[src/pcs_defines.svh]
`ifndef PCS_DEFINES_SVH
`define PCS_DEFINES_SVH

// block and word widths
`define PCS_NB_DATA             64
`define PCS_NB_CTRL             8
`define PCS_NB_SH               2

// frame shape of the generator
`define PCS_FRAME_DATA_BLOCKS   8
`define PCS_IDLE_BLOCKS         4

// block lock thresholds
`define PCS_LOCK_VALID_SH       64
`define PCS_SH_WINDOW           64
`define PCS_SH_INVALID_LIMIT    16

// status counter widths
`define PCS_NB_COUNTER          16
`define PCS_NB_RESYNC           8

// start value of the x^58 + x^39 + 1 history on both ends
`define PCS_SCRAMBLER_SEED      58'h1A5_5A5A_5A5A_5A5A

`endif

[src/pcs_block_pkg.sv]
`default_nettype none

`include "pcs_defines.svh"

package pcs_block_pkg;

    // 01 and 10 are the only legal headers
    typedef enum logic [`PCS_NB_SH-1:0]
    {
        SH_DATA = 2'b01,
        SH_CTRL = 2'b10
    } sync_header_e;

    // block type field in the first payload byte of a control block
    typedef enum logic [7:0]
    {
        BT_IDLE  = 8'h1E,
        BT_START = 8'h78,
        BT_TERM  = 8'h87
    } block_type_e;

    // xgmii control characters
    localparam logic [7:0] XGMII_IDLE     = 8'h07;
    localparam logic [7:0] XGMII_START    = 8'hFB;
    localparam logic [7:0] XGMII_TERM     = 8'hFD;
    localparam logic [7:0] XGMII_PREAMBLE = 8'h55;

    typedef struct packed
    {
        logic                    valid;
        logic [`PCS_NB_CTRL-1:0] ctrl;
        logic [`PCS_NB_DATA-1:0] data;
    } xgmii_word_t;

    // sh kept as plain bits so a broken header can travel
    typedef struct packed
    {
        logic                    valid;
        logic [`PCS_NB_SH-1:0]   sh;
        logic [`PCS_NB_DATA-1:0] payload;
    } coded_block_t;

endpackage

`default_nettype wire

[src/pcs_status_pkg.sv]
`default_nettype none

`include "pcs_defines.svh"

package pcs_status_pkg;

    typedef enum logic [1:0]
    {
        SYNC_INIT,
        SYNC_TEST,
        SYNC_LOCKED
    } sync_state_e;

    typedef enum logic
    {
        DEC_IDLE,
        DEC_DATA
    } decode_state_e;

    typedef struct packed
    {
        logic                      block_lock;
        logic [`PCS_NB_RESYNC-1:0] resync_count;
    } sync_status_t;

    typedef struct packed
    {
        logic [`PCS_NB_COUNTER-1:0] frame_count;
        logic [`PCS_NB_COUNTER-1:0] error_count;
    } decode_status_t;

endpackage

`default_nettype wire

[src/pcs_frame_gen.sv]
`default_nettype none

`include "pcs_defines.svh"

module pcs_frame_gen
(
    input  wire                        i_clock,
    input  wire                        i_reset,
    input  wire                        i_enable,
    output pcs_block_pkg::xgmii_word_t o_word
);

    localparam int FRAME_LEN = `PCS_FRAME_DATA_BLOCKS + `PCS_IDLE_BLOCKS + 2;
    localparam int NB_POS    = $clog2(FRAME_LEN);
    localparam int TERM_POS  = `PCS_FRAME_DATA_BLOCKS + 1;

    logic [NB_POS-1:0]          pos_q;
    logic [7:0]                 data_cnt_q;
    logic                       is_data;
    pcs_block_pkg::xgmii_word_t word_next;

    assign is_data = (pos_q != '0) && (pos_q < TERM_POS);

    always_comb
    begin
        word_next.valid = i_enable;
        word_next.ctrl  = '1;
        word_next.data  = {8{pcs_block_pkg::XGMII_IDLE}};
        if (pos_q == '0)
        begin
            word_next.ctrl = 8'h01;
            word_next.data = {{7{pcs_block_pkg::XGMII_PREAMBLE}}, pcs_block_pkg::XGMII_START};
        end
        else if (is_data)
        begin
            word_next.ctrl = '0;
            // byte k carries running count plus k
            for (int k = 0; k < `PCS_NB_CTRL; k++)
                word_next.data[8*k +: 8] = data_cnt_q + 8'(k);
        end
        else if (pos_q == TERM_POS)
        begin
            word_next.data = {{7{pcs_block_pkg::XGMII_IDLE}}, pcs_block_pkg::XGMII_TERM};
        end
    end

    always_ff @(posedge i_clock)
    begin
        if (i_reset)
        begin
            pos_q        <= '0;
            data_cnt_q   <= '0;
            o_word.valid <= 1'b0;
        end
        else
        begin
            o_word.valid <= word_next.valid;
            // position only moves on enabled cycles
            if (i_enable)
            begin
                pos_q <= (pos_q == FRAME_LEN - 1) ? '0 : pos_q + 1'b1;
                if (is_data)
                    data_cnt_q <= data_cnt_q + 8'd8;
            end
        end
        o_word.ctrl <= word_next.ctrl;
        o_word.data <= word_next.data;
    end

endmodule

`default_nettype wire

[src/pcs_encoder.sv]
`default_nettype none

`include "pcs_defines.svh"

module pcs_encoder
(
    input  wire                         i_clock,
    input  wire                         i_reset,
    input  wire                         i_break_sync_header,
    input  wire pcs_block_pkg::xgmii_word_t i_word,
    output pcs_block_pkg::coded_block_t o_block
);

    logic [`PCS_NB_SH-1:0]   sh_next;
    logic [`PCS_NB_DATA-1:0] payload_next;

    always_comb
    begin
        sh_next      = pcs_block_pkg::SH_CTRL;
        payload_next = '0;
        if (i_word.ctrl == '0)
        begin
            sh_next      = pcs_block_pkg::SH_DATA;
            payload_next = i_word.data;
        end
        else if (i_word.ctrl == 8'h01 && i_word.data[7:0] == pcs_block_pkg::XGMII_START)
        begin
            payload_next = {i_word.data[`PCS_NB_DATA-1:8], pcs_block_pkg::BT_START};
        end
        else if (i_word.ctrl == '1 && i_word.data[7:0] == pcs_block_pkg::XGMII_TERM)
        begin
            payload_next = {56'h0, pcs_block_pkg::BT_TERM};
        end
        else if (i_word.ctrl == '1 && i_word.data == {8{pcs_block_pkg::XGMII_IDLE}})
        begin
            payload_next = {56'h0, pcs_block_pkg::BT_IDLE};
        end
        // anything else leaves type 00 for the decoder to flag
        if (i_break_sync_header)
            sh_next = 2'b00;
    end

    always_ff @(posedge i_clock)
    begin
        if (i_reset)
            o_block.valid <= 1'b0;
        else
            o_block.valid <= i_word.valid;
        o_block.sh      <= sh_next;
        o_block.payload <= payload_next;
    end

endmodule

`default_nettype wire

[src/pcs_scrambler.sv]
`default_nettype none

`include "pcs_defines.svh"

module pcs_scrambler
(
    input  wire                         i_clock,
    input  wire                         i_reset,
    input  wire                         i_bypass,
    input  wire pcs_block_pkg::coded_block_t i_block,
    output pcs_block_pkg::coded_block_t o_block
);

    logic [57:0]             history_q;
    logic [57:0]             history_next;
    logic [`PCS_NB_DATA-1:0] scrambled;

    // bit 0 goes out first
    always_comb
    begin
        logic [57:0] s;
        logic        bit_out;
        s = history_q;
        for (int i = 0; i < `PCS_NB_DATA; i++)
        begin
            bit_out      = i_block.payload[i] ^ s[38] ^ s[57];
            scrambled[i] = bit_out;
            s            = {s[56:0], i_bypass ? i_block.payload[i] : bit_out};
        end
        history_next = s;
    end

    always_ff @(posedge i_clock)
    begin
        if (i_reset)
        begin
            history_q     <= `PCS_SCRAMBLER_SEED;
            o_block.valid <= 1'b0;
        end
        else
        begin
            o_block.valid <= i_block.valid;
            if (i_block.valid)
                history_q <= history_next;
        end
        o_block.sh      <= i_block.sh;
        o_block.payload <= i_bypass ? i_block.payload : scrambled;
    end

endmodule

`default_nettype wire

[src/pcs_block_sync.sv]
`default_nettype none

`include "pcs_defines.svh"

module pcs_block_sync
(
    input  wire                          i_clock,
    input  wire                          i_reset,
    input  wire pcs_block_pkg::coded_block_t  i_block,
    output pcs_block_pkg::coded_block_t  o_block,
    output pcs_status_pkg::sync_status_t o_sync
);

    localparam int MAX_SH_CNT = (`PCS_LOCK_VALID_SH > `PCS_SH_WINDOW) ?
                                `PCS_LOCK_VALID_SH : `PCS_SH_WINDOW;
    localparam int NB_SH_CNT  = $clog2(MAX_SH_CNT + 1);
    localparam int NB_INV_CNT = $clog2(`PCS_SH_INVALID_LIMIT + 1);

    pcs_status_pkg::sync_state_e state_q;
    logic [NB_SH_CNT-1:0]        sh_cnt_q;
    logic [NB_INV_CNT-1:0]       inv_cnt_q;
    logic [NB_INV_CNT-1:0]       inv_cnt_next;
    logic [`PCS_NB_RESYNC-1:0]   resync_q;
    logic                        sh_valid;

    assign sh_valid     = (i_block.sh == pcs_block_pkg::SH_DATA) ||
                          (i_block.sh == pcs_block_pkg::SH_CTRL);
    assign inv_cnt_next = inv_cnt_q + NB_INV_CNT'(!sh_valid);

    always_ff @(posedge i_clock)
    begin
        if (i_reset)
        begin
            state_q   <= pcs_status_pkg::SYNC_INIT;
            sh_cnt_q  <= '0;
            inv_cnt_q <= '0;
            resync_q  <= '0;
        end
        else if (i_block.valid)
        begin
            case (state_q)
                pcs_status_pkg::SYNC_INIT:
                begin
                    state_q   <= pcs_status_pkg::SYNC_TEST;
                    sh_cnt_q  <= '0;
                    inv_cnt_q <= '0;
                end
                pcs_status_pkg::SYNC_TEST:
                begin
                    // bit aligned channel so a bad header just restarts the run
                    if (!sh_valid)
                        sh_cnt_q <= '0;
                    else if (sh_cnt_q == `PCS_LOCK_VALID_SH - 1)
                    begin
                        state_q  <= pcs_status_pkg::SYNC_LOCKED;
                        sh_cnt_q <= '0;
                    end
                    else
                        sh_cnt_q <= sh_cnt_q + 1'b1;
                end
                default:
                begin
                    if (inv_cnt_next == `PCS_SH_INVALID_LIMIT)
                    begin
                        state_q <= pcs_status_pkg::SYNC_INIT;
                        if (resync_q != '1)
                            resync_q <= resync_q + 1'b1;
                    end
                    else if (sh_cnt_q == `PCS_SH_WINDOW - 1)
                    begin
                        sh_cnt_q  <= '0;
                        inv_cnt_q <= '0;
                    end
                    else
                    begin
                        sh_cnt_q  <= sh_cnt_q + 1'b1;
                        inv_cnt_q <= inv_cnt_next;
                    end
                end
            endcase
        end
    end

    always_ff @(posedge i_clock)
    begin
        if (i_reset)
            o_block.valid <= 1'b0;
        else
            o_block.valid <= i_block.valid && (state_q == pcs_status_pkg::SYNC_LOCKED);
        o_block.sh      <= i_block.sh;
        o_block.payload <= i_block.payload;
    end

    assign o_sync.block_lock   = (state_q == pcs_status_pkg::SYNC_LOCKED);
    assign o_sync.resync_count = resync_q;

endmodule

`default_nettype wire

[src/pcs_descrambler.sv]
`default_nettype none

`include "pcs_defines.svh"

module pcs_descrambler
(
    input  wire                         i_clock,
    input  wire                         i_reset,
    input  wire                         i_bypass,
    input  wire pcs_block_pkg::coded_block_t i_block,
    output pcs_block_pkg::coded_block_t o_block
);

    logic [57:0]             history_q;
    logic [57:0]             history_next;
    logic [`PCS_NB_DATA-1:0] descrambled;

    // history takes the line bits, so it realigns after one block
    always_comb
    begin
        logic [57:0] s;
        s = history_q;
        for (int i = 0; i < `PCS_NB_DATA; i++)
        begin
            descrambled[i] = i_block.payload[i] ^ s[38] ^ s[57];
            s              = {s[56:0], i_block.payload[i]};
        end
        history_next = s;
    end

    always_ff @(posedge i_clock)
    begin
        if (i_reset)
        begin
            history_q     <= `PCS_SCRAMBLER_SEED;
            o_block.valid <= 1'b0;
        end
        else
        begin
            o_block.valid <= i_block.valid;
            if (i_block.valid)
                history_q <= history_next;
        end
        o_block.sh      <= i_block.sh;
        o_block.payload <= i_bypass ? i_block.payload : descrambled;
    end

endmodule

`default_nettype wire

[src/pcs_decoder.sv]
`default_nettype none

`include "pcs_defines.svh"

module pcs_decoder
(
    input  wire                            i_clock,
    input  wire                            i_reset,
    input  wire pcs_block_pkg::coded_block_t    i_block,
    output pcs_status_pkg::decode_status_t o_status
);

    localparam int NB_DATA_CNT = $clog2(`PCS_FRAME_DATA_BLOCKS + 2);

    pcs_status_pkg::decode_state_e state_q;
    pcs_status_pkg::decode_state_e state_next;
    logic [NB_DATA_CNT-1:0]        data_cnt_q;
    logic [NB_DATA_CNT-1:0]        data_cnt_next;
    logic [`PCS_NB_COUNTER-1:0]    frame_cnt_q;
    logic [`PCS_NB_COUNTER-1:0]    error_cnt_q;
    logic                          is_error;
    logic                          is_frame;

    always_comb
    begin
        state_next    = state_q;
        data_cnt_next = data_cnt_q;
        is_error      = 1'b0;
        is_frame      = 1'b0;
        if (i_block.sh == pcs_block_pkg::SH_DATA)
        begin
            if (state_q == pcs_status_pkg::DEC_IDLE)
                is_error = 1'b1;
            else if (data_cnt_q != '1)
                data_cnt_next = data_cnt_q + 1'b1;
        end
        else if (i_block.sh == pcs_block_pkg::SH_CTRL)
        begin
            case (i_block.payload[7:0])
                pcs_block_pkg::BT_START:
                begin
                    is_error      = (state_q == pcs_status_pkg::DEC_DATA);
                    state_next    = pcs_status_pkg::DEC_DATA;
                    data_cnt_next = '0;
                end
                pcs_block_pkg::BT_TERM:
                begin
                    is_frame   = (state_q == pcs_status_pkg::DEC_DATA) &&
                                 (data_cnt_q == `PCS_FRAME_DATA_BLOCKS);
                    is_error   = !is_frame;
                    state_next = pcs_status_pkg::DEC_IDLE;
                end
                // idle inside a frame just abandons it
                pcs_block_pkg::BT_IDLE:
                    state_next = pcs_status_pkg::DEC_IDLE;
                default:
                begin
                    is_error   = 1'b1;
                    state_next = pcs_status_pkg::DEC_IDLE;
                end
            endcase
        end
        else
        begin
            is_error   = 1'b1;
            state_next = pcs_status_pkg::DEC_IDLE;
        end
    end

    always_ff @(posedge i_clock)
    begin
        if (i_reset)
        begin
            state_q     <= pcs_status_pkg::DEC_IDLE;
            data_cnt_q  <= '0;
            frame_cnt_q <= '0;
            error_cnt_q <= '0;
        end
        else if (i_block.valid)
        begin
            state_q    <= state_next;
            data_cnt_q <= data_cnt_next;
            // both counters hold at full scale
            if (is_frame && frame_cnt_q != '1)
                frame_cnt_q <= frame_cnt_q + 1'b1;
            if (is_error && error_cnt_q != '1)
                error_cnt_q <= error_cnt_q + 1'b1;
        end
    end

    assign o_status.frame_count = frame_cnt_q;
    assign o_status.error_count = error_cnt_q;

endmodule

`default_nettype wire

[src/pcs_loopback_top.sv]
`default_nettype none

module pcs_loopback_top
(
    input  wire                            i_clock,
    input  wire                            i_reset,
    input  wire                            i_tx_enable,
    input  wire                            i_scrambler_bypass,
    input  wire                            i_break_sync_header,
    output pcs_status_pkg::sync_status_t   o_sync,
    output pcs_status_pkg::decode_status_t o_decode
);

    pcs_block_pkg::xgmii_word_t  tx_word;
    pcs_block_pkg::coded_block_t tx_encoded;
    pcs_block_pkg::coded_block_t tx_scrambled;
    pcs_block_pkg::coded_block_t rx_locked;
    pcs_block_pkg::coded_block_t rx_descrambled;

    pcs_frame_gen u_frame_gen
    (
        .i_clock             (i_clock),
        .i_reset             (i_reset),
        .i_enable            (i_tx_enable),
        .o_word              (tx_word)
    );

    pcs_encoder u_encoder
    (
        .i_clock             (i_clock),
        .i_reset             (i_reset),
        .i_break_sync_header (i_break_sync_header),
        .i_word              (tx_word),
        .o_block             (tx_encoded)
    );

    pcs_scrambler u_scrambler
    (
        .i_clock             (i_clock),
        .i_reset             (i_reset),
        .i_bypass            (i_scrambler_bypass),
        .i_block             (tx_encoded),
        .o_block             (tx_scrambled)
    );

    // tx output loops straight into rx
    pcs_block_sync u_block_sync
    (
        .i_clock             (i_clock),
        .i_reset             (i_reset),
        .i_block             (tx_scrambled),
        .o_block             (rx_locked),
        .o_sync              (o_sync)
    );

    pcs_descrambler u_descrambler
    (
        .i_clock             (i_clock),
        .i_reset             (i_reset),
        .i_bypass            (i_scrambler_bypass),
        .i_block             (rx_locked),
        .o_block             (rx_descrambled)
    );

    pcs_decoder u_decoder
    (
        .i_clock             (i_clock),
        .i_reset             (i_reset),
        .i_block             (rx_descrambled),
        .o_status            (o_decode)
    );

endmodule

`default_nettype wire

[config.mk]
export PLATFORM = sky130hd
export DESIGN_NAME = pcs_loopback_top
export DESIGN_NICKNAME = d
export VERILOG_FILES = /design/src/pcs_block_pkg.sv /design/src/pcs_status_pkg.sv /design/src/pcs_frame_gen.sv /design/src/pcs_encoder.sv /design/src/pcs_scrambler.sv /design/src/pcs_block_sync.sv /design/src/pcs_descrambler.sv /design/src/pcs_decoder.sv /design/src/pcs_loopback_top.sv
export VERILOG_INCLUDE_DIRS = /design/src
export SDC_FILE = /design/constraint.sdc
export NUM_CORES = 1
export LEC_CHECK = 0
export ABC_CLOCK_PERIOD_IN_PS = 3000
export BUFFER_PORTS_ARGS = -buffer_cell sky130_fd_sc_hd__clkbuf_2
export CAP_MARGIN = 30
export CORE_UTILIZATION = 61
export CTS_CLUSTER_SIZE = 30
export DETAILED_ROUTE_END_ITERATION = 6
export PLACE_DENSITY = 0.77
export RECOVER_POWER = 50
export SETUP_SLACK_MARGIN = 0.1
export SYNTH_ARGS = -nofsm -noshare
export SYNTH_HDL_FRONTEND = slang
export SYNTH_SLANG_ARGS = --single-unit
export TNS_END_PERCENT = 1
[constraint.sdc]
create_clock -name i_clock -period 3 [get_ports i_clock]
set_clock_uncertainty 0.15 [all_clocks]
set_input_delay 0.75 -clock i_clock [delete_from_list [all_inputs] [get_ports i_clock]]
set_output_delay 0.75 -clock i_clock [all_outputs]
set_load 0.02 [all_outputs]
==> summary.md, run 1 <==
| Metric | Value |
|---|---|
| Status | `finished with violations` |
| Failing checks | `max-capacitance violations, max-slew violations` |
| Drt pass-1 iters | `5` |
| Setup TNS | `0 ns` |
| R2r setup slk | `a little under 0.3 ns` |
| Initial antenna violation count | `0` |
| Fmax | `365 MHz` |
| Most used cell, CP | `clkbuf_1` |
| Cts repair resizes | `0` |
| Fin crit share | `91.2%` |
| Peak supply drop | `0.550 mV` |
| RR Endpoint | `u_block_sync.inv_cnt_q[4]` |
| Final setup vio count | `0` |
| Worst-skew pair later-pin latency | `~0.52 ns` |
| Via Count | `7425` |
| Fin crit period | `roughly 2.7 ns` |
| Number of vias per cell | `5.44` |
| Critical-path top delay cell | `clkbuf_1` |
| Layout cell share with drive strength beyond 1 | `9.41%` |
| Internal power component | `5.64 mW` |
| DP Cell Count | `1322` |
| Largest cells by area after synthesis | `dfxtp_1 (47%), xnor2_1 (9.6%), nor2_1 (5.9%)` |
| Initial core utilization | `63.1%` |
| Min-delay src | `u_scrambler.o_block[9]` |
| Synth Instances | `~1100` |
| Simple-gate share of the synthesized area | `21.0%` |
| N_diodes | `0` |
| Number of routed nets with antenna violations | `0` |
| DRT Wirelength | `19900 microns` |
| Largest net degree at the start of global routing | `approximately 120` |
| CTS tree | `built` |
| Sw Pwr | `between 1.5 and 2 mW` |
| CP arrival | `between 3 and 4 ns` |
| Clk pin slew, worst setup/hold paths | `roughly 0.06 ns` |
| Hold_ws | `0.175 ns` |
| Worst Tran Pin Value | `2.20 ns` |
| Top FF cell, synth | `dfxtp_1` |
| Die area | `17100 sq um` |
| Gpl congestion | `0.821` |
| Critical Path Sink Type | `flop` |
| Postcts setup bufs | `0` |
| Worst reg2reg path depth | `10` |
| Vias in the first global route | `6721` |
| WL/cell | `roughly 15 microns` |
| Worst r2r src | `u_scrambler.o_block[65]` |
| FP Rows | `46` |
| CP max stage delay | `0.77 ns` |
| Layout area overhead | `11.5%` |
| Crit Path Max Fanout | `26` |
| Core ar. | `16000 sq um` |
| Max-Cap Viols | `1` |
| Yosys top cell area share | `47.4%` |
| Final Non-Filler Cells | `between 1000 and 1500` |
| H-Tree Depth | `1` |
| Asr flop ratio synth | `0%` |
| RSZ-0062 raised after global routing | `false` |
| DIE HEIGHT | `131 microns` |
| Number of DRC markers in iteration 0 | `546` |
| Endpoints failing hold | `0` |
| Final Instance Area | `11300 sq um` |
| Global route total overflow | `0` |
| Final Max Slew Viols | `118` |
| Cells along the critical path | `clkbuf_1, clkbuf_1, clkbuf_1, nor2_1, xnor2_1, xor2_1, or3_1, a31oi_1` |
| Post-synth EDFFs | `0` |
| Post-route DRC | `0` |
| Power share of the sequential group | `49.2%` |
| Cts hold-fix bufs | `0` |
| Seq cells post-synth | `239` |
| IO Pins | `46` |
| HPWL Detailed | `12900 microns` |
| Main combinational cell family by area after synthesis | `simple AND/OR/NAND/NOR gates` |
| Clock buffer depth | `3` |
| Inserted Clock Buffers | `24` |
| XOR/XNOR Fraction of Synth Area | `13.3%` |
| Port Buffers | `45` |
| Req. time, crit path | `3.28 ns` |
| HP Class | `reg -> reg` |
| Root Buffer | `clkbuf_16` |
| Comb power frac | `around 10%` |
| Worst setup path class | `in -> reg` |
| Largest delay share family, worst path | `buffers and inverters` |
| Syn_area_per_cell | `9.14 sq um` |
| Fraction of synthesized area in multiplexers | `4.58%` |
| Synthesized area | `10100 sq um` |
| Worst path bufs/invs | `3` |
| Post-Synth Adder-Cell Area | `1.36%` |
| Netlist cell types | `60` |
| Yosys warns | `0` |
| Worst relative slew slack | `-46.4%` |
| Chip width | `131 microns` |
| Switching share of power | `24.1%` |
| Critical Path Start Type | `input pin` |
| Syn nets | `1120` |
| P_leak | `about 4.2 nW` |
| Fin nets | `about 1100` |
| Dominant cell type by area after synthesis | `dfxtp_1` |
| Seq/Total Area, Yosys | `a little under half` |
| First-pass GRT wire length | `32400 microns` |
| Clock sink count | `239` |
| PD cells | `between 600 and 700 nW/um^2` |
| Clock share of power | `between 40% and 50%` |
| Hold path endpoint | `u_block_sync.o_block[9]` |
| Total power | `7.44 mW` |
| Gr usage total | `23.7%` |
| Area after DPL | `10500 sq um` |
| Compound-Gate Fraction of Synth Area | `9.04%` |
| Hold path cells | `0` |
area by class of cell:
class	count	area [sq um]
clock inverter	12	174
clock buffer	30	633
fill	1236	4750
tap	216	270
sequential	239	4790
multi-input combinational	780	4960
timing repair buffer	59	325
inverter	28	105
layout by cell type (no fill, tap or decap), types with 6 or more instances in the layout:
cell type  synthesis  routed
and2_1            16      13
a311oi_1           8       8
xor2_1            42      42
o21ai_0           51      51
nor4_1             9       9
nor2_1           158     158
a211oi_1          13      13
nor3_1            25      26
clkbuf_1          39       9
a211o_1           10      10
clkinv_2           0       6
nand3b_1           7       7
a31oi_1            7       7
or3_1             23      23
dfxtp_1          239     238
nand2_1           71      71
nor2b_1           27      27
clkbuf_16          0      24
clkbuf_2           0      44
inv_1             28      28
ha_1              11      11
nand3_1           33      33
buf_4              0       7
xnor2_1          111     111
a21oi_1           30      30
nand4_1           14      14
mux2i_1           45      45
worst reg2reg max path: cells and delay by family (launching register included):
family / cells / cell delay (ns)
xor+xnor: 1 / 0.22
fa+ha+maj: 2 / 0.51
flops: 1 / 0.34
buf+inv: 1 / 0.07
compound gates: 3 / 0.65
simple gates: 3 / 0.65
flip-flops by register name, indices dropped and copies added, names as in the netlist:
register,cells
u_scrambler.history_q,58
u_block_sync.o_block,25
u_scrambler.o_block,25
u_encoder.o_block,20
u_decoder.error_cnt_q,16
u_decoder.frame_cnt_q,16
u_descrambler.history_q,16
u_frame_gen.o_word,16
u_descrambler.o_block,11
u_block_sync.resync_q,8
u_block_sync.sh_cnt_q,7
u_block_sync.inv_cnt_q,5
u_frame_gen.data_cnt_q,5
u_decoder.data_cnt_q,4
u_frame_gen.pos_q,4
u_block_sync.state_q,2
u_decoder.state_q,1
kinds of logic (layout without fill, tap and decap cells):
family / after synthesis / count (layout)
buffers and inverters: 85 / 129
AND/OR/NAND/NOR: 425 / 425
multiplexers: 46 / 46
AO/OA/AOI/OAI: 144 / 144
adder cells (fa/ha/maj): 11 / 11
XOR/XNOR: 153 / 153
other: 1 / 1
flip-flops: 239 / 239
stage by stage:
stage / setup slack (ns) / util, %
after floorplan: 0.438 / -
after global routing: 0.0894 / 70.3
final: 0.263 / 70.3
after CTS: 0.331 / 70.7
after global placement: 0.387 / 65.7
after detailed placement: 0.350 / 65.7
layer usage:
| metal | vias up | GRT usage [%] | routed length (microns) |
|---|---|---|---|
| met2 | 121 | 40.3 | 9610 |
| met5 | - | 0 | 0 |
| met1 | 3482 | 31.7 | 9320 |
| met4 | 0 | 6.22 | 310 |
| met3 | 24 | 3.22 | 694 |
| li1 | 3798 | - | - |
power groups by stage:
stage | registers (mW) | clock network (mW) | logic [mW]
final | 3.66 | 3.03 | 0.744
after global routing | 3.69 | 3.23 | 0.832
after CTS | 3.66 | 3.10 | 0.757
after detailed placement | 3.73 | 0 | 0.746
after global placement | 3.72 | 0 | 0.736
after floorplan | 3.63 | 0 | 0.627
worst max-delay path by stage:
stage	slack, ns	cells after the start	start	endpoint
after floorplan	0.44	10	u_scrambler.o_block[65]	u_block_sync.inv_cnt_q[4]
after CTS	0.33	10	u_scrambler.o_block[65]	u_block_sync.inv_cnt_q[4]
after global routing	0.09	8	i_scrambler_bypass	u_scrambler.history_q[7]
final	0.26	8	i_scrambler_bypass	u_scrambler.history_q[7]
after detailed placement	0.35	10	u_scrambler.o_block[65]	u_block_sync.inv_cnt_q[4]
after global placement	0.39	10	u_scrambler.o_block[65]	u_block_sync.inv_cnt_q[4]
synth_stat cells, types with 11 or more instances:
cell type    n
a211oi_1    13
a21oi_1     30
and2_1      16
buf_2       12
clkbuf_1    39
dfxtp_1    239
ha_1        11
inv_1       28
mux2i_1     45
nand2_1     71
nand3_1     33
nand4_1     14
nor2_1     158
nor2b_1     27
nor3_1      25
o21ai_0     51
or3_1       23
xnor2_1    111
xor2_1      42
(Power assumes the default switching activity.)
==> run 2: changes to the inputs <==
Settings changed: CORE_UTILIZATION 61 to 50, PLACE_DENSITY 0.77 to 0.64, SYNTH_HIERARCHICAL set to 1.
==> run 2 against run 1 <==
The flow now finishes without violations. Sequential cell count grew 47. Hold slack lost 0.0080 ns. Critical path depth grew 1. Largest power group unchanged.
==> summary.md, run 2 <==
| Metric | Value |
|---|---|
| Layout cell share with drive strength beyond 1 | `13.5% (+4.1 points)` |
| N_diodes | `0 (unchanged)` |
| Largest Register | `u_encoder/o_block` |
| End-of-flow core utilization | `54.6% (-16 points)` |
| Critical-path top delay cell | `or4_1` |
| HP Class | `reg -> reg` |
| Worst Tran Pin Value | `1.36 ns (-0.838 ns)` |
| Fin crit period | `2.73 ns (-0.00813 ns)` |
| Gpl congestion | `0.796 (-3.0%)` |
| Clk pin slew, worst setup/hold paths | `0.06 ns (about the same)` |
| DIE HEIGHT | `163 microns (+25%)` |
| Layout area overhead | `6.29%` |
| Synthesized area | `13000 sq um (+29%)` |
| FP Rows | `58 (+26%)` |
| Final Instance Area | `13900 sq um (+23%)` |
| IO Pins | `46 (unchanged)` |
| Peak supply drop | `0.414 mV (-25%)` |
| Clock buffer depth | `3 (unchanged)` |
| Fin nets | `1317 (+15%)` |
| CTS tree | `built` |
| RSZ-0062 raised after global routing | `false` |
| Final setup vio count | `0 (unchanged)` |
| Via Count | `8776 (+18%)` |
| Final worst slack | `0.271 ns (+0.00813 ns)` |
| DP Cell Count | `1596 (+21%)` |
| Initial core utilization | `51.3% (-12 points)` |
| Largest delay share family, worst path | `simple AND/OR/NAND/NOR gates` |
| CP arrival | `3.06 ns (+0.04 ns)` |
| Worst setup path class | `reg -> reg` |
| Critical Path Sink Type | `flop` |
| Gr usage total | `19.3% (-4.4 points)` |
| Hold_ws | `0.167 ns (-0.00798 ns)` |
| Worst path bufs/invs | `1 (-2)` |
| Yosys warns | `6 (+6)` |
| Global route total overflow | `0 (unchanged)` |
| Number of DRC markers in iteration 0 | `445 (-18%)` |
| Cells along the critical path | `xor2_1, inv_1, ha_1, ha_1, or2_4, nor4_4, a21oi_4, or4_1, a21oi_1` |
| Min-delay src | `u_scrambler/o_block[30]` |
| Initial antenna violation count | `0 (unchanged)` |
| Final Non-Filler Cells | `1654 (+21%)` |
| Synth Instances | `1331 (+21%)` |
| Die area | `26700 sq um (+57%)` |
| Syn_area_per_cell | `9.80 sq um (+7.2%)` |
| CP max stage delay | `0.52 ns (-0.25 ns)` |
| Largest net degree at the start of global routing | `51 (-57%)` |
| Hold path endpoint | `u_block_sync/o_block[30]` |
| Number of routed nets with antenna violations | `0 (unchanged)` |
| Drt pass-1 iters | `5 (unchanged)` |
| Total power | `9.29 mW (+25%)` |
| Commonest non-fill, non-tap cell in the layout | `dfxtp_1` |
| Worst r2r src | `u_scrambler/o_block[65]` |
| Worst-skew pair later-pin latency | `0.55 ns (+0.03 ns)` |
| Area after DPL | `12900 sq um (+22%)` |
| Endpoints failing hold | `0 (unchanged)` |
| Fmax | `366 MHz (+0.30%)` |
| First-pass GRT wire length | `42000 microns (+30%)` |
| Max-Cap Viols | `0 (-1)` |
| H-Tree Depth | `1 (unchanged)` |
| WL/cell | `15.3 microns (+4.9%)` |
| Chip width | `163 microns (+25%)` |
| PD cells | `670 nW/um^2 (+1.3%)` |
| Critical Path Start Type | `flop` |
| Stages on the worst setup path | `9 (+1)` |
| HPWL Detailed | `16700 microns (+29%)` |
| Core ar. | `25400 sq um (+59%)` |
| Most frequent cells in the layout | `dfxtp_1 (285), nor2_1 (148), xnor2_1 (99)` |
| Fin crit share | `91.0% (-0.27 points)` |
| R2r setup slk | `0.27 ns (-0.02 ns)` |
| P_leak | `5.16 nW (+22%)` |
| Most used cell, CP | `ha_1` |
| Post-route DRC | `0 (unchanged)` |
| Number of vias per cell | `5.31 (-2.5%)` |
| Crit Path Max Fanout | `14 (-46%)` |
| Req. time, crit path | `3.33 ns (+0.05 ns)` |
| Final Max Slew Viols | `0 (-100%)` |
| Max reg flops | `67 (+16%)` |
| Vias in the first global route | `8323 (+24%)` |
| Status | `complete, no violations` |
| Worst reg2reg path depth | `9 (-1)` |
| Setup TNS | `0 ns (unchanged)` |
| RR Endpoint | `u_block_sync/resync_q[3]` |
| Port Buffers | `45 (unchanged)` |
| Root Buffer | `clkbuf_16` |
| Clock sink count | `286 (+20%)` |
| Hold path cells | `0 (unchanged)` |
| Worst slack at placement | `0.229 ns (-0.121 ns)` |
| Top flop regs | `u_encoder/o_block (67), u_scrambler/history_q (58)` |
| DRT Wirelength | `25300 microns (+27%)` |
| Cts hold-fix bufs | `0 (unchanged)` |
| Inserted Clock Buffers | `30 (+25%)` |
| Worst relative slew slack | `9.48% (+56 points)` |
run 2: power by group:
| group | switching, mW | internal (mW) |
|---|---|---|
| Clock | 1.51 | 2.33 |
| Combinational | 0.546 | 0.497 |
| Sequential | 0.254 | 4.15 |
| Total | 2.31 | 6.98 |
run 2: how the worst max path moves through the flow:
stage	start	endpoint
finish	u_scrambler/o_block[65]	u_block_sync/resync_q[3]
global route	u_scrambler/o_block[65]	u_block_sync/resync_q[5]
CTS	u_scrambler/o_block[65]	u_block_sync/resync_q[7]
detailed placement	u_scrambler/o_block[65]	u_block_sync/resync_q[6]
global placement	u_scrambler/o_block[64]	u_block_sync/resync_q[5]
floorplan	u_scrambler/o_block[64]	u_block_sync/resync_q[7]
run 2: cell type report:
cell class              instances  area [sq um]
fillers                      2283         11500
multi-input cells             897          6180
flip-flops and latches        286          5730
clock buffers                  39           846
repair buffers                 67           418
well taps                     330           413
clock inverters                16           198
inverters                      19          71.3
run 2: what timing repair did:
| item | CTS | global route |
|---|---|---|
| setup endpoints to repair | 0 | 6 |
| gates resized for setup | 0 | 2 |
| setup buffers | 0 | 3 |
run 2: layer usage:
layer	wire length [microns]	track usage [%]	part of all wire, %	vias to the layer above
met5	0	0	0	-
met4	609	5.89	2.4	0
met3	807	2.46	3.2	39
met2	12000	33.1	47	138
met1	12000	25.0	47	4130
li1	-	-	-	4469
==> run 3: changes to the inputs <==
==> constraint.sdc (replaced) <==
create_clock -name i_clock -period 3 [get_ports i_clock]
set_clock_uncertainty 0.15 [all_clocks]
set_input_delay 0.3 -clock i_clock [delete_from_list [all_inputs] [get_ports i_clock]]
set_output_delay 0.3 -clock i_clock [all_outputs]
set_load 0.02 [all_outputs]
==> run 3 against run 2 <==
Register-to-register slack improved by 0.02 ns. Non-clock buffer count increased by 1. Combinational power about the same. Sequential share of layout area decreased by 0.13 points. Hold slack got worse by 0.10 ns. Die area unchanged. Sequential cell count unchanged. The flow now finishes with violations (max-capacitance violations, max-slew violations). Utilization increased by 0.16 points. Sequential power about the same. Final area increased by 0.29%. Clock power increased by 1%. Global-route usage about the same.
==> summary.md, run 3 (synthesis results as in run 2) <==
| Metric | Value |
|---|---|
| End-of-flow core utilization | `54.7% (+0.16 points)` |
| Commonest non-fill, non-tap cell in the layout | `dfxtp_1` |
| Largest net degree at the start of global routing | `75 (+47%)` |
| Number of vias per cell | `5.32 (+0.28%)` |
| Total power | `9.34 mW (+0.58%)` |
| WL/cell | `15.5 microns (+0.85%)` |
| Initial antenna violation count | `1 (+1)` |
| Final Max Slew Viols | `47 (+47)` |
| Worst Tran Pin Value | `2.19 ns (+0.831 ns)` |
| DRT Wirelength | `25600 microns (+0.97%)` |
| Layout cell share with drive strength beyond 1 | `11.4% (-2.1 points)` |
| Global route total overflow | `0 (unchanged)` |
| Fin nets | `1318 (+0.076%)` |
| Critical Path Sink Type | `flop` |
| CTS tree | `built` |
| Vias in the first global route | `8280 (-0.52%)` |
| Die area | `26700 sq um (unchanged)` |
| Layout area overhead | `6.59%` |
| Worst-skew pair later-pin latency | `0.55 ns (about the same)` |
| Power share of the sequential group | `47.3% (about the same)` |
| Root Buffer | `clkbuf_16` |
| Switching share of power | `24.5% (-0.32 points)` |
| Fin crit share | `90.5% (-0.50 points)` |
| Filler instances | `2291 (+0.35%)` |
| Req. time, crit path | `3.31 ns (-0.02 ns)` |
| Worst r2r src | `u_scrambler/o_block[64]` |
| Internal power component | `7.05 mW (+1.0%)` |
| Top flop regs | `u_encoder/o_block (67), u_scrambler/history_q (58)` |
| Max reg flops | `67 (unchanged)` |
| Comb power frac | `11.2% (about the same)` |
| Crit Path Max Fanout | `14 (unchanged)` |
| Core ar. | `25400 sq um (unchanged)` |
| DIE HEIGHT | `163 microns (unchanged)` |
| Setup TNS | `0 ns (unchanged)` |
| Final setup vio count | `0 (unchanged)` |
| CP max stage delay | `0.52 ns (about the same)` |
| Hold_ws | `0.0666 ns (-0.101 ns)` |
| First-pass GRT wire length | `41800 microns (-0.33%)` |
| Post-route DRC | `0 (unchanged)` |
| Port Buffers | `45 (unchanged)` |
| Endpoints failing hold | `0 (unchanged)` |
| Via Count | `8811 (+0.40%)` |
| Fin crit period | `2.71 ns (-0.0151 ns)` |
| Largest Register | `u_encoder/o_block` |
| Fmax | `369 MHz (+0.56%)` |
| Max-Cap Viols | `1 (+1)` |
| Worst relative slew slack | `-46.0% (-55 points)` |
| Most used cell, CP | `ha_1` |
| P_leak | `5.07 nW (-1.6%)` |
| PD cells | `672 nW/um^2 (+0.29%)` |
| Number of DRC markers in iteration 0 | `559 (+26%)` |
| Peak supply drop | `0.474 mV (+15%)` |
| Chip width | `163 microns (unchanged)` |
| CP arrival | `3.03 ns (-0.03 ns)` |
| Critical Path Start Type | `flop` |
| Drt pass-1 iters | `5 (unchanged)` |
| Initial core utilization | `51.3% (unchanged)` |
| Clock share of power | `41.5% (+0.2 points)` |
| Cells along the critical path | `xor2_2, inv_1, ha_1, ha_1, or2_4, nor4_4, a21oi_4, or4_1, a21oi_1` |
| Min-delay src | `i_reset` |
| Failing checks | `max-capacitance violations, max-slew violations` |
| Critical-path top delay cell | `or4_1` |
| FP Rows | `58 (unchanged)` |
| Final Instance Area | `13900 sq um (+0.29%)` |
| H-Tree Depth | `1 (unchanged)` |
| Number of routed nets with antenna violations | `0 (unchanged)` |
| Gr usage total | `19.3% (-0.024 points)` |
| Crit path from | `u_scrambler/o_block[64]` |
| Worst setup path class | `reg -> reg` |
| Inserted Clock Buffers | `30 (unchanged)` |
| Clock buffer depth | `3 (unchanged)` |
| HP Class | `in -> reg` |
| HPWL Detailed | `16800 microns (+0.81%)` |
| Most frequent cells in the layout | `dfxtp_1 (286), nor2_1 (146), xnor2_1 (99)` |
| Clk pin slew, worst setup/hold paths | `0.06 ns (about the same)` |
| Sw Pwr | `2.29 mW (-0.71%)` |
| IO Pins | `46 (unchanged)` |
| Status | `finished with violations` |
| Gpl congestion | `0.820 (+3.0%)` |
| Clock sink count | `286 (unchanged)` |
| Area after DPL | `12900 sq um (+0.18%)` |
| RSZ-0062 raised after global routing | `false` |
[run 3: power groups by stage]
stage / clock [mW] / combinational (mW) / sequential, mW
floorplan: 0 / 0.966 / 4.40
CTS: 3.99 / 1.05 / 4.42
finish: 3.88 / 1.05 / 4.41
global placement: 0 / 1.03 / 4.49
global route: 4.14 / 1.15 / 4.45
detailed placement: 0 / 1.04 / 4.50
[run 3: stage by stage]
stage,cells,setup WS (ns)
2_1_floorplan,1338,0.403
3_3_place_gp,1597,0.322
3_5_place_dp,1598,0.229
4_1_cts,1654,0.206
5_1_grt,1656,0.0670
6_report,1656,0.286
[run 3: final timing paths]
check | end | slack, ns | cells after the start
worst max register to register | u_block_sync/resync_q[7] | 0.29 | 9
worst min register to register | u_block_sync/o_block[12] | 0.17 | 0
worst min-delay path | u_encoder/o_block[66] | 0.07 | 2
worst max-delay path | u_block_sync/resync_q[7] | 0.29 | 9
[run 3: final cells by class]
cell class / count / area, sq um / area share, %
antenna: 2 / 5.00 / 0.0360
inverter: 19 / 71.3 / 0.513
timing repair buffer: 68 / 380 / 2.74
sequential: 286 / 5730 / 41.2
clock inverter: 10 / 160 / 1.15
tap: 330 / 413 / 2.97
clock buffer: 44 / 895 / 6.44
multi-input combinational: 897 / 6250 / 45.0
[run 3: layer usage]
layer	wire, microns	global-route usage [%]	part of all wire [%]
met2	11900	32.5	46
met3	980	2.87	3.8
met4	642	5.64	2.5
met1	12100	25.3	47
met5	0	0	0
[run 3: what timing repair did]
action	in CTS	in global routing
hold buffers	2	0
gates resized for setup	0	4
endpoints found under the hold margin	4	0
setup buffers	0	0
setup endpoints to repair	0	7
[run 3: worst max-delay path: cells and delay by family, from the launching register on]
family          cells  cell delay, ns
simple gates        3            1.10
xor+xnor            1            0.17
flops               1            0.36
fa+ha+maj           2            0.52
buf+inv             1            0.06
compound gates      2            0.28
